$ cat src/rtl/lpif_pkg.sv
package lpif_pkg;

  ////////////////////////////////////////////////////////////////////
  // PHY lane geometry

  localparam int LANE_W         = 40;
  // Top bit of every lane word carries the strobe
  localparam int LANE_PAYLOAD_W = LANE_W - 1;
  localparam int STB_BIT        = LANE_W - 1;

  ////////////////////////////////////////////////////////////////////
  // Flit field widths

  localparam int STATE_W  = 4;
  localparam int PROTID_W = 2;
  localparam int DATA_W   = 128;
  localparam int CRC_W    = 16;

  // Online delay and strobe period programming
  localparam int DELAY_W = 16;

  // Link-layer flit, valid in bit 0
  typedef struct packed {
    logic [STATE_W-1:0]  state;
    logic [PROTID_W-1:0] protid;
    logic [DATA_W-1:0]   data;
    logic                dvalid;
    logic [CRC_W-1:0]    crc;
    logic                crc_valid;
    logic                valid;
  } lpif_flit_t;

  localparam int FLIT_W = $bits(lpif_flit_t);

  // Width of the debug lock field
  localparam int DBG_LOCK_W = 4;

endpackage
$ cat src/rtl/lane_if.sv
`timescale 1ns/100ps

// One PHY lane worth of payload, strobe and lock
interface lane_if
  import lpif_pkg::*;
();

  // Downstream side, from the packer
  logic [LANE_PAYLOAD_W-1:0] tx_payload;
  logic                      tx_stb;

  // Upstream side, towards the unpacker
  logic [LANE_PAYLOAD_W-1:0] rx_payload;
  logic                      rx_stb;
  logic                      locked;

  modport pack (
    output tx_payload,
    output tx_stb
  );

  modport lane (
    input  tx_payload,
    input  tx_stb,
    output rx_payload,
    output rx_stb,
    output locked
  );

  modport unpack (
    input  rx_payload,
    input  rx_stb,
    input  locked
  );

endinterface

$ cat src/rtl/lpif_bridge_top.sv
`timescale 1ns/100ps

module lpif_bridge_top
  import lpif_pkg::*;
#(
  parameter int NUM_LANES = 4
) (
  input  logic                              clk_wr,
  input  logic                              rst_n,

  // Link control
  input  logic                              tx_online,
  input  logic                              rx_online,
  input  logic [DELAY_W-1:0]                delay_x_value,
  input  logic [DELAY_W-1:0]                delay_y_value,
  input  logic [DELAY_W-1:0]                delay_z_value,

  // PHY lanes
  output logic [NUM_LANES-1:0][LANE_W-1:0]  tx_phy,
  input  logic [NUM_LANES-1:0][LANE_W-1:0]  rx_phy,

  // Downstream flit
  input  logic [STATE_W-1:0]                dstrm_state,
  input  logic [PROTID_W-1:0]               dstrm_protid,
  input  logic [DATA_W-1:0]                 dstrm_data,
  input  logic                              dstrm_dvalid,
  input  logic [CRC_W-1:0]                  dstrm_crc,
  input  logic                              dstrm_crc_valid,
  input  logic                              dstrm_valid,

  // Upstream flit
  output logic [STATE_W-1:0]                ustrm_state,
  output logic [PROTID_W-1:0]               ustrm_protid,
  output logic [DATA_W-1:0]                 ustrm_data,
  output logic                              ustrm_dvalid,
  output logic [CRC_W-1:0]                  ustrm_crc,
  output logic                              ustrm_crc_valid,
  output logic                              ustrm_valid,

  output logic [31:0]                       tx_downstream_debug_status,
  output logic [31:0]                       rx_upstream_debug_status
);

  logic       tx_online_delay;
  logic       rx_online_delay;
  logic       stb_pulse;
  lpif_flit_t dstrm_flit;
  lpif_flit_t ustrm_flit;

  lane_if lanes [NUM_LANES] ();

  //////////////////////////////////////////////////////////////////////
  // Flit field mapping

  assign dstrm_flit = '{state:     dstrm_state,
                        protid:    dstrm_protid,
                        data:      dstrm_data,
                        dvalid:    dstrm_dvalid,
                        crc:       dstrm_crc,
                        crc_valid: dstrm_crc_valid,
                        valid:     dstrm_valid};

  assign ustrm_state     = ustrm_flit.state;
  assign ustrm_protid    = ustrm_flit.protid;
  assign ustrm_data      = ustrm_flit.data;
  assign ustrm_dvalid    = ustrm_flit.dvalid;
  assign ustrm_crc       = ustrm_flit.crc;
  assign ustrm_crc_valid = ustrm_flit.crc_valid;
  assign ustrm_valid     = ustrm_flit.valid;

  //////////////////////////////////////////////////////////////////////
  // Link sync, packer, lanes, unpacker

  link_sync u_link_sync (
    .clk_wr          (clk_wr),
    .rst_n           (rst_n),
    .tx_online       (tx_online),
    .rx_online       (rx_online),
    .delay_x_value   (delay_x_value),
    .delay_y_value   (delay_y_value),
    .delay_z_value   (delay_z_value),
    .tx_online_delay (tx_online_delay),
    .rx_online_delay (rx_online_delay),
    .stb_pulse       (stb_pulse)
  );

  flit_pack #(.NUM_LANES(NUM_LANES)) u_flit_pack (
    .clk_wr          (clk_wr),
    .rst_n           (rst_n),
    .tx_online_delay (tx_online_delay),
    .stb_pulse       (stb_pulse),
    .dstrm_flit      (dstrm_flit),
    .lanes           (lanes)
  );

  for (genvar i = 0; i < NUM_LANES; i++) begin : g_lane
    phy_lane #(.LANE_IDX(i)) u_phy_lane (
      .clk_wr          (clk_wr),
      .rst_n           (rst_n),
      .rx_online_delay (rx_online_delay),
      .lane            (lanes[i]),
      .tx_phy          (tx_phy[i]),
      .rx_phy          (rx_phy[i])
    );
  end

  flit_unpack #(.NUM_LANES(NUM_LANES)) u_flit_unpack (
    .clk_wr          (clk_wr),
    .rst_n           (rst_n),
    .tx_online_delay (tx_online_delay),
    .rx_online_delay (rx_online_delay),
    .lanes           (lanes),
    .ustrm_flit      (ustrm_flit),
    .tx_debug_status (tx_downstream_debug_status),
    .rx_debug_status (rx_upstream_debug_status)
  );

endmodule

$ cat src/rtl/flit_unpack.sv
`timescale 1ns/100ps

module flit_unpack
  import lpif_pkg::*;
#(
  parameter int NUM_LANES = 4
) (
  input  logic        clk_wr,
  input  logic        rst_n,

  input  logic        tx_online_delay,
  input  logic        rx_online_delay,

  lane_if.unpack      lanes [NUM_LANES],

  output lpif_flit_t  ustrm_flit,

  output logic [31:0] tx_debug_status,
  output logic [31:0] rx_debug_status
);

  localparam int PAD_W = NUM_LANES * LANE_PAYLOAD_W;

  logic [PAD_W-1:0]      rx_cat;
  logic [NUM_LANES-1:0]  locked_vec;
  logic [NUM_LANES-1:0]  stb_vec;
  logic                  all_locked;
  logic [DBG_LOCK_W-1:0] lock_dbg;

  //////////////////////////////////////////////////////////////////////
  // Lane gather

  for (genvar i = 0; i < NUM_LANES; i++) begin : g_gather
    assign rx_cat[i*LANE_PAYLOAD_W +: LANE_PAYLOAD_W] = lanes[i].rx_payload;
    assign locked_vec[i] = lanes[i].locked;
    assign stb_vec[i]    = lanes[i].rx_stb;
  end

  assign all_locked = &locked_vec;

  // Upper padding bits fall away here
  always_ff @(posedge clk_wr) begin
    if (!rst_n) begin
      ustrm_flit <= '0;
    end else begin
      ustrm_flit <= all_locked ? lpif_flit_t'(rx_cat[FLIT_W-1:0]) : '0;
    end
  end

  //////////////////////////////////////////////////////////////////////
  // Debug status

  assign lock_dbg = DBG_LOCK_W'(locked_vec);

  assign tx_debug_status = {12'h0, tx_online_delay, rx_online_delay, 14'h0, lock_dbg};
  assign rx_debug_status = {12'h0, tx_online_delay, rx_online_delay, 14'h0, lock_dbg};

  // Locked lanes see the strobe on the same capture
  a_stb_aligned: assert property (
    @(posedge clk_wr) disable iff (!rst_n)
      ((stb_vec & locked_vec) == '0) || ((stb_vec & locked_vec) == locked_vec)
  ) else $error("flit_unpack: rx strobes differ across locked lanes, stb=%h lock=%h",
                stb_vec, locked_vec);

endmodule

$ cat src/rtl/phy_lane.sv
`timescale 1ns/100ps

module phy_lane
  import lpif_pkg::*;
#(
  parameter int LANE_IDX = 0
) (
  input  logic              clk_wr,
  input  logic              rst_n,

  input  logic              rx_online_delay,

  lane_if.lane              lane,

  output logic [LANE_W-1:0] tx_phy,
  input  logic [LANE_W-1:0] rx_phy
);

  logic [LANE_PAYLOAD_W-1:0] rx_payload_q;
  logic                      rx_stb_q;
  logic                      locked_q;

  //////////////////////////////////////////////////////////////////////
  // Transmit word

  // Strobe rides in the top bit
  always_ff @(posedge clk_wr) begin
    if (!rst_n) begin
      tx_phy <= '0;
    end else begin
      tx_phy <= {lane.tx_stb, lane.tx_payload};
    end
  end

  //////////////////////////////////////////////////////////////////////
  // Receive capture and lock

  always_ff @(posedge clk_wr) begin
    rx_payload_q <= rx_phy[LANE_PAYLOAD_W-1:0];
  end

  always_ff @(posedge clk_wr) begin
    if (!rst_n) begin
      rx_stb_q <= 1'b0;
      locked_q <= 1'b0;
    end else begin
      rx_stb_q <= rx_phy[STB_BIT];
      // Lock on the first strobe once rx is online, drop with it
      if (!rx_online_delay) begin
        locked_q <= 1'b0;
      end else if (rx_phy[STB_BIT]) begin
        locked_q <= 1'b1;
      end
    end
  end

  assign lane.rx_payload = rx_payload_q;
  assign lane.rx_stb     = rx_stb_q;
  assign lane.locked     = locked_q;

  a_lock_on_stb: assert property (
    @(posedge clk_wr) disable iff (!rst_n) $rose(locked_q) |-> rx_stb_q
  ) else $error("phy_lane %0d: lock rose without an rx strobe", LANE_IDX);

endmodule

$ cat src/rtl/flit_pack.sv
`timescale 1ns/100ps

module flit_pack
  import lpif_pkg::*;
#(
  parameter int NUM_LANES = 4
) (
  input  logic       clk_wr,
  input  logic       rst_n,

  input  logic       tx_online_delay,
  input  logic       stb_pulse,

  input  lpif_flit_t dstrm_flit,

  lane_if.pack       lanes [NUM_LANES]
);

  localparam int PAD_W = NUM_LANES * LANE_PAYLOAD_W;

  // Lane budget has to hold the whole flit
  if (PAD_W < FLIT_W) begin : g_budget_check
    $error("flit_pack: %0d lanes cannot carry a %0d bit flit", NUM_LANES, FLIT_W);
  end

  logic [PAD_W-1:0] flit_q;
  logic             stb_q;

  //////////////////////////////////////////////////////////////////////
  // Flit register, zero while offline

  always_ff @(posedge clk_wr) begin
    flit_q <= tx_online_delay ? PAD_W'(dstrm_flit) : '0;
  end

  // Strobe follows the payload through one stage
  always_ff @(posedge clk_wr) begin
    if (!rst_n) begin
      stb_q <= 1'b0;
    end else begin
      stb_q <= stb_pulse & tx_online_delay;
    end
  end

  //////////////////////////////////////////////////////////////////////
  // Lane slicing, lane 0 gets the low bits

  for (genvar i = 0; i < NUM_LANES; i++) begin : g_slice
    assign lanes[i].tx_payload = flit_q[i*LANE_PAYLOAD_W +: LANE_PAYLOAD_W];
    assign lanes[i].tx_stb     = stb_q;
  end

endmodule

$ cat src/rtl/link_sync.sv
`timescale 1ns/100ps

module link_sync
  import lpif_pkg::*;
(
  input  logic               clk_wr,
  input  logic               rst_n,

  input  logic               tx_online,
  input  logic               rx_online,

  input  logic [DELAY_W-1:0] delay_x_value,
  input  logic [DELAY_W-1:0] delay_y_value,
  input  logic [DELAY_W-1:0] delay_z_value,

  output logic               tx_online_delay,
  output logic               rx_online_delay,
  output logic               stb_pulse
);

  localparam int TX = 0;
  localparam int RX = 1;

  logic [1:0]              online_in;
  logic [1:0][DELAY_W-1:0] delay_val;
  logic [1:0][DELAY_W-1:0] hold_cnt;
  logic [1:0]              online_q;
  logic                    tx_arrive;
  logic [DELAY_W-1:0]      period_cnt;

  //////////////////////////////////////////////////////////////////////
  // Online hold-off, same counter for both directions

  assign online_in      = {rx_online, tx_online};
  assign delay_val[TX]  = delay_x_value;
  assign delay_val[RX]  = delay_y_value;

  // Count up to the programmed delay and saturate there
  always_ff @(posedge clk_wr) begin
    for (int k = 0; k < 2; k++) begin
      if (!rst_n || !online_in[k]) begin
        hold_cnt[k] <= '0;
        online_q[k] <= 1'b0;
      end else if (hold_cnt[k] >= delay_val[k]) begin
        online_q[k] <= 1'b1;
      end else begin
        hold_cnt[k] <= hold_cnt[k] + 1'b1;
      end
    end
  end

  assign tx_online_delay = online_q[TX];
  assign rx_online_delay = online_q[RX];

  //////////////////////////////////////////////////////////////////////
  // Periodic strobe

  // Edge on which tx_online_delay is about to rise
  assign tx_arrive = tx_online && !online_q[TX] && (hold_cnt[TX] >= delay_x_value);

  // First pulse lines up with the first online cycle
  always_ff @(posedge clk_wr) begin
    if (!rst_n || !tx_online) begin
      period_cnt <= '0;
      stb_pulse  <= 1'b0;
    end else if (tx_arrive) begin
      period_cnt <= '0;
      stb_pulse  <= 1'b1;
    end else if (online_q[TX] && (period_cnt >= delay_z_value)) begin
      period_cnt <= '0;
      stb_pulse  <= 1'b1;
    end else if (online_q[TX]) begin
      period_cnt <= period_cnt + 1'b1;
      stb_pulse  <= 1'b0;
    end else begin
      stb_pulse  <= 1'b0;
    end
  end

  a_stb_only_online: assert property (
    @(posedge clk_wr) disable iff (!rst_n) stb_pulse |-> tx_online_delay
  ) else $error("link_sync: stb_pulse high while tx_online_delay is low");

endmodule

$ cat config.mk
export PLATFORM = sky130hd
export DESIGN_NAME = lpif_bridge_top
export DESIGN_NICKNAME = d
export VERILOG_FILES = /design/src/rtl/lpif_pkg.sv /design/src/rtl/lane_if.sv /design/src/rtl/lpif_bridge_top.sv /design/src/rtl/flit_unpack.sv /design/src/rtl/phy_lane.sv /design/src/rtl/flit_pack.sv /design/src/rtl/link_sync.sv
export SDC_FILE = /design/constraint.sdc
export NUM_CORES = 1
export LEC_CHECK = 0
export BUFFER_PORTS_ARGS = -buffer_cell sky130_fd_sc_hd__buf_2
export CORE_AREA = 3 3 286 288
export CTS_BUF_LIST = sky130_fd_sc_hd__clkbuf_4
export CTS_CLUSTER_SIZE = 12
export DETAILED_ROUTE_END_ITERATION = 8
export DIE_AREA = 0 0 289 291
export PLACE_DENSITY = 0.46
export SYNTH_ARGS = -nofsm -noshare
export SYNTH_HDL_FRONTEND = slang
export SYNTH_SLANG_ARGS = --single-unit
$ cat constraint.sdc
create_clock -name clk_wr -period 3.4 [get_ports clk_wr]
set_input_delay 0.68 -clock clk_wr [delete_from_list [all_inputs] [get_ports clk_wr]]
set_output_delay 0.68 -clock clk_wr [all_outputs]
set_load 0.01 [all_outputs]
==> metrics.yaml <==
status:
  status: "finished, final reports clean"
placed_design:
  numPlacedInstances: 3306
  pre_cts_ws_ns: 0.141
  port_buffers: 683
  place.gp.congestion: 0.772
  place_hpwl_mm: 42.7
synthesis:
  yosys_warnings: 0
  synthCells: 1644
  syn_area_per_cell_um2: 11.9
  synth_edf_count: 0
  synth_top_flop_cell: "sky130_fd_sc_hd__dfxtp_1"
  synth.area.top_cells: "sky130_fd_sc_hd__dfxtp_1 69%, sky130_fd_sc_hd__and2_1 15%, sky130_fd_sc_hd__ha_1 3.3%, sky130_fd_sc_hd__buf_4 2.7%, sky130_fd_sc_hd__clkbuf_1 1.2%"
  synth_async_sr_flop_share: 0
  seq_area_frac_synth: 0.687
  synth-seq-cells: 669
  synth.top_cell.area_share: 0.687
  yosysUniqueCellTypes: 53
  netlist_area_mm2: 0.0195
  synth_area_leader_cell: "sky130_fd_sc_hd__dfxtp_1"
timing:
  timing.fmax_mhz: 352
  fin_crit_sh: 0.835
  report.final.hold_viol_count: 0
  setup_viol: 0
  post-route-min-period_ns: 2.84
  skew_ns: 0.0738
  worst_hold_margin_ns: 0.219
  final.setup.tns_ns: 0
  max-slew-margin-rel: 0.315
  slew_violations: 0
  setup_repair_after_global_routing_missed_its_margin: "false"
  tightest_slew_ns: 1.03
  final.setup.worst_slack_ns: 0.561
drt:
  drtIter0Drc: 366
  drtPass1Iterations: 4
  routedWlPerCell_um: 15.0
  remaining_drc_errors: 0
  wire_length_after_detailed_routing_mm: 58.8
  vias: 14900
  detail_route.vias_per_cell: 3.80
  drt.antenna.violating_nets: 0
min_path:
  hold_path_class: "in -> reg"
  hold_path.startpoint: "rst_n"
  hold_end: "g_lane[3].u_phy_lane.tx_phy[22]$_SDFF_PN0_"
  worst_hold_path.num_cells: 2
pwr:
  power_leakage_nw: 14.0
  pwr_per_cell_area_mw_per_mm2: 529
  power.ir.vdd_worst_v: 0.000246
worst_setup_path:
  worst-path-max-fanout: 10
  end_kind: "flop"
  critical_path.max_stage_delay_ns: 0.67
  cpLargestDelayFamily: "simple AND/OR/NAND/NOR gates"
  crit_path_cell_trace: "inv_1, ha_1, nor3b_2, o21ai_1, a31o_1, or4_1, buf_4, or3_1, a21oi_1"
  r2r.worst_path.cells: 9
  r2r-start: "u_link_sync.hold_cnt[0]$_SDFFE_PP0N_"
  critical_path_required_ns: 4.21
  r2r_end: "u_link_sync.hold_cnt[7]$_SDFFE_PP0N_"
  setup.worst_path.class: "reg -> reg"
  regToRegSetupSlack_ns: 0.56
  crit_path_start: "u_link_sync.hold_cnt[0]$_SDFFE_PP0N_"
  start_kind: "flop"
  critPathSlowestCell: "sky130_fd_sc_hd__or4_1"
  number_of_buffer_and_inverter_stages_on_the_critical_path: 2
  critical_path_cell_count: 9
  cp_data_arrival_time_ns: 3.65
finish:
  num-fill-cells: 8012
  layout-drive-gt1-share: 0.338
  fin_nets: 3162
  layout.cells.non_filler: 3929
  synthToLayoutAreaGrowth_pct: 49.3
cts:
  root_buffer: "sky130_fd_sc_hd__clkbuf_4"
  cts_inserted_buffers: 177
  clock_sinks: 669
  cts.reportedPaths.clkPinSlew_ns: 0.06
  cts_tree: "yes"
  ctsLongestPathBuffers: 3
  htreeDepth: 4
  clock_network_latency_to_the_later_pin_of_the_worst_skew_pair_ns: 0.95
die:
  start_util: 0.246
  die_height_um: 291
  die_width_um: 289
  die-area_mm2: 0.0841
  floorplan.rows: 103
  io_pins: 742
  core-area_mm2: 0.0791
grt:
  global_route.overflow_total: 0
  first_pass_grt_wire_length_mm: 87.6
  track_usage: 0.135
  grt_max_degree: 109
  grt_pass1_vias: 15700
  antenna_found_initial: 14
job:
  drv_cap: 0
[how the worst max path moves through the flow]
stage / to / slack [ns]
final: u_link_sync.hold_cnt[7]$_SDFFE_PP0N_ / 0.56
after global routing: u_link_sync.period_cnt[5]$_SDFFE_PP0P_ / 0.30
after CTS: u_link_sync.hold_cnt[7]$_SDFFE_PP0N_ / 0.54
after detailed placement: u_link_sync.period_cnt[5]$_SDFFE_PP0P_ / 0.14
after global placement: u_link_sync.period_cnt[7]$_SDFFE_PP0P_ / 0.24
after floorplan: u_link_sync.hold_cnt[11]$_SDFFE_PP0N_ / 0.58
[layout by cell type (no fill, tap or decap), drive strengths merged, types with 10 or more instances in the layout]
master	instances
a21oi	36
and2	465
buf	693
clkbuf	243
clkinv	51
conb	55
dfxtp	669
diode	10
dlygate4sd3	311
ha	51
inv	58
nand2	36
nand3	14
nand4	12
nor2	42
o21ai	21
o31ai	11
or4	14
[cell type report]
type | count | area, um2 | area share
sequential | 669 | 13400 | 0.460
timing repair buffer | 1004 | 6630 | 0.228
multi-input combinational | 842 | 5340 | 0.184
clock buffer | 243 | 1820 | 0.0627
tap | 1050 | 1310 | 0.0451
clock inverter | 59 | 377 | 0.0129
inverter | 52 | 195 | 0.00671
antenna | 10 | 25.0 | 0.000860
[cells in the mapped netlist (4+ instances only)]
library cell               number
sky130_fd_sc_hd__dfxtp_1      669
sky130_fd_sc_hd__or3_1          9
sky130_fd_sc_hd__nor2_1        42
sky130_fd_sc_hd__and2_1       465
sky130_fd_sc_hd__and3_1         6
sky130_fd_sc_hd__nand4_1       12
sky130_fd_sc_hd__and4_1         9
sky130_fd_sc_hd__xor2_1         9
sky130_fd_sc_hd__clkbuf_1      61
sky130_fd_sc_hd__or4_1         14
sky130_fd_sc_hd__o21ai_1       11
sky130_fd_sc_hd__a21oi_1       34
sky130_fd_sc_hd__buf_4         70
sky130_fd_sc_hd__o21ai_0        9
sky130_fd_sc_hd__nand2_1       36
sky130_fd_sc_hd__inv_1         50
sky130_fd_sc_hd__xnor2_1        8
sky130_fd_sc_hd__nand3_1       14
sky130_fd_sc_hd__ha_1          51
sky130_fd_sc_hd__o21a_1         4
sky130_fd_sc_hd__nor3_1         7
sky130_fd_sc_hd__o31ai_1       11
[power breakdown]
| group | leakage [nW] | internal [mW] | switching, mW |
|---|---|---|---|
| clock network | 1.30 | 3.50 | 3.31 |
| logic | 7.23 | 0.407 | 0.222 |
| registers | 5.45 | 7.94 | 0.0218 |
[repair_timing]
item | CTS | global route
resized for setup | 0 | 0
endpoints found under the hold margin | 312 | 0
setup buffers | 0 | 0
hold buffers | 311 | 0
[per-layer routing]
metal / wire (um) / global-route usage / vias up
li1: - / - / 7403
met1: 22200 / 0.139 / 6798
met2: 29200 / 0.237 / 602
met3: 5400 / 0.0536 / 138
met4: 2020 / 0.0675 / 8
met5: 50 / 0 / -
[registers in the layout, indices dropped and copies added, names as in the netlist]
signal                             cells
u_flit_pack.flit_q                   153
u_link_sync.period_cnt                16
u_flit_unpack.ustrm_flit             153
g_lane.u_phy_lane.tx_phy             154
g_lane.u_phy_lane.lane.locked          4
u_link_sync.stb_pulse                  1
u_link_sync.hold_cnt                  32
u_link_sync.online_q                   2
u_flit_pack.lanes.tx_stb               1
g_lane.u_phy_lane.lane.rx_payload    153
[cells by family after synthesis]
group           count (synthesis)  share of synthesized area
compound gates                 93                     0.0303
xor+xnor                       17                    0.00764
fa+ha+maj                      51                     0.0327
buf+inv                       187                     0.0500
flops                         669                      0.687
mux                             2                    0.00103
other cells                     1                   0.000192
simple gates                  624                      0.191
[through the flow]
step | total power [mW] | instance area (um2) | utilization
global placement | 8.45 | 23800 | 0.300
CTS | 15.8 | 29100 | 0.368
finish | 15.4 | 29100 | 0.368
detailed placement | 8.46 | 23800 | 0.300
global route | 16.2 | 29100 | 0.368
floorplan | 8.27 | 19700 | -
Power figures use the tool's default switching activity.
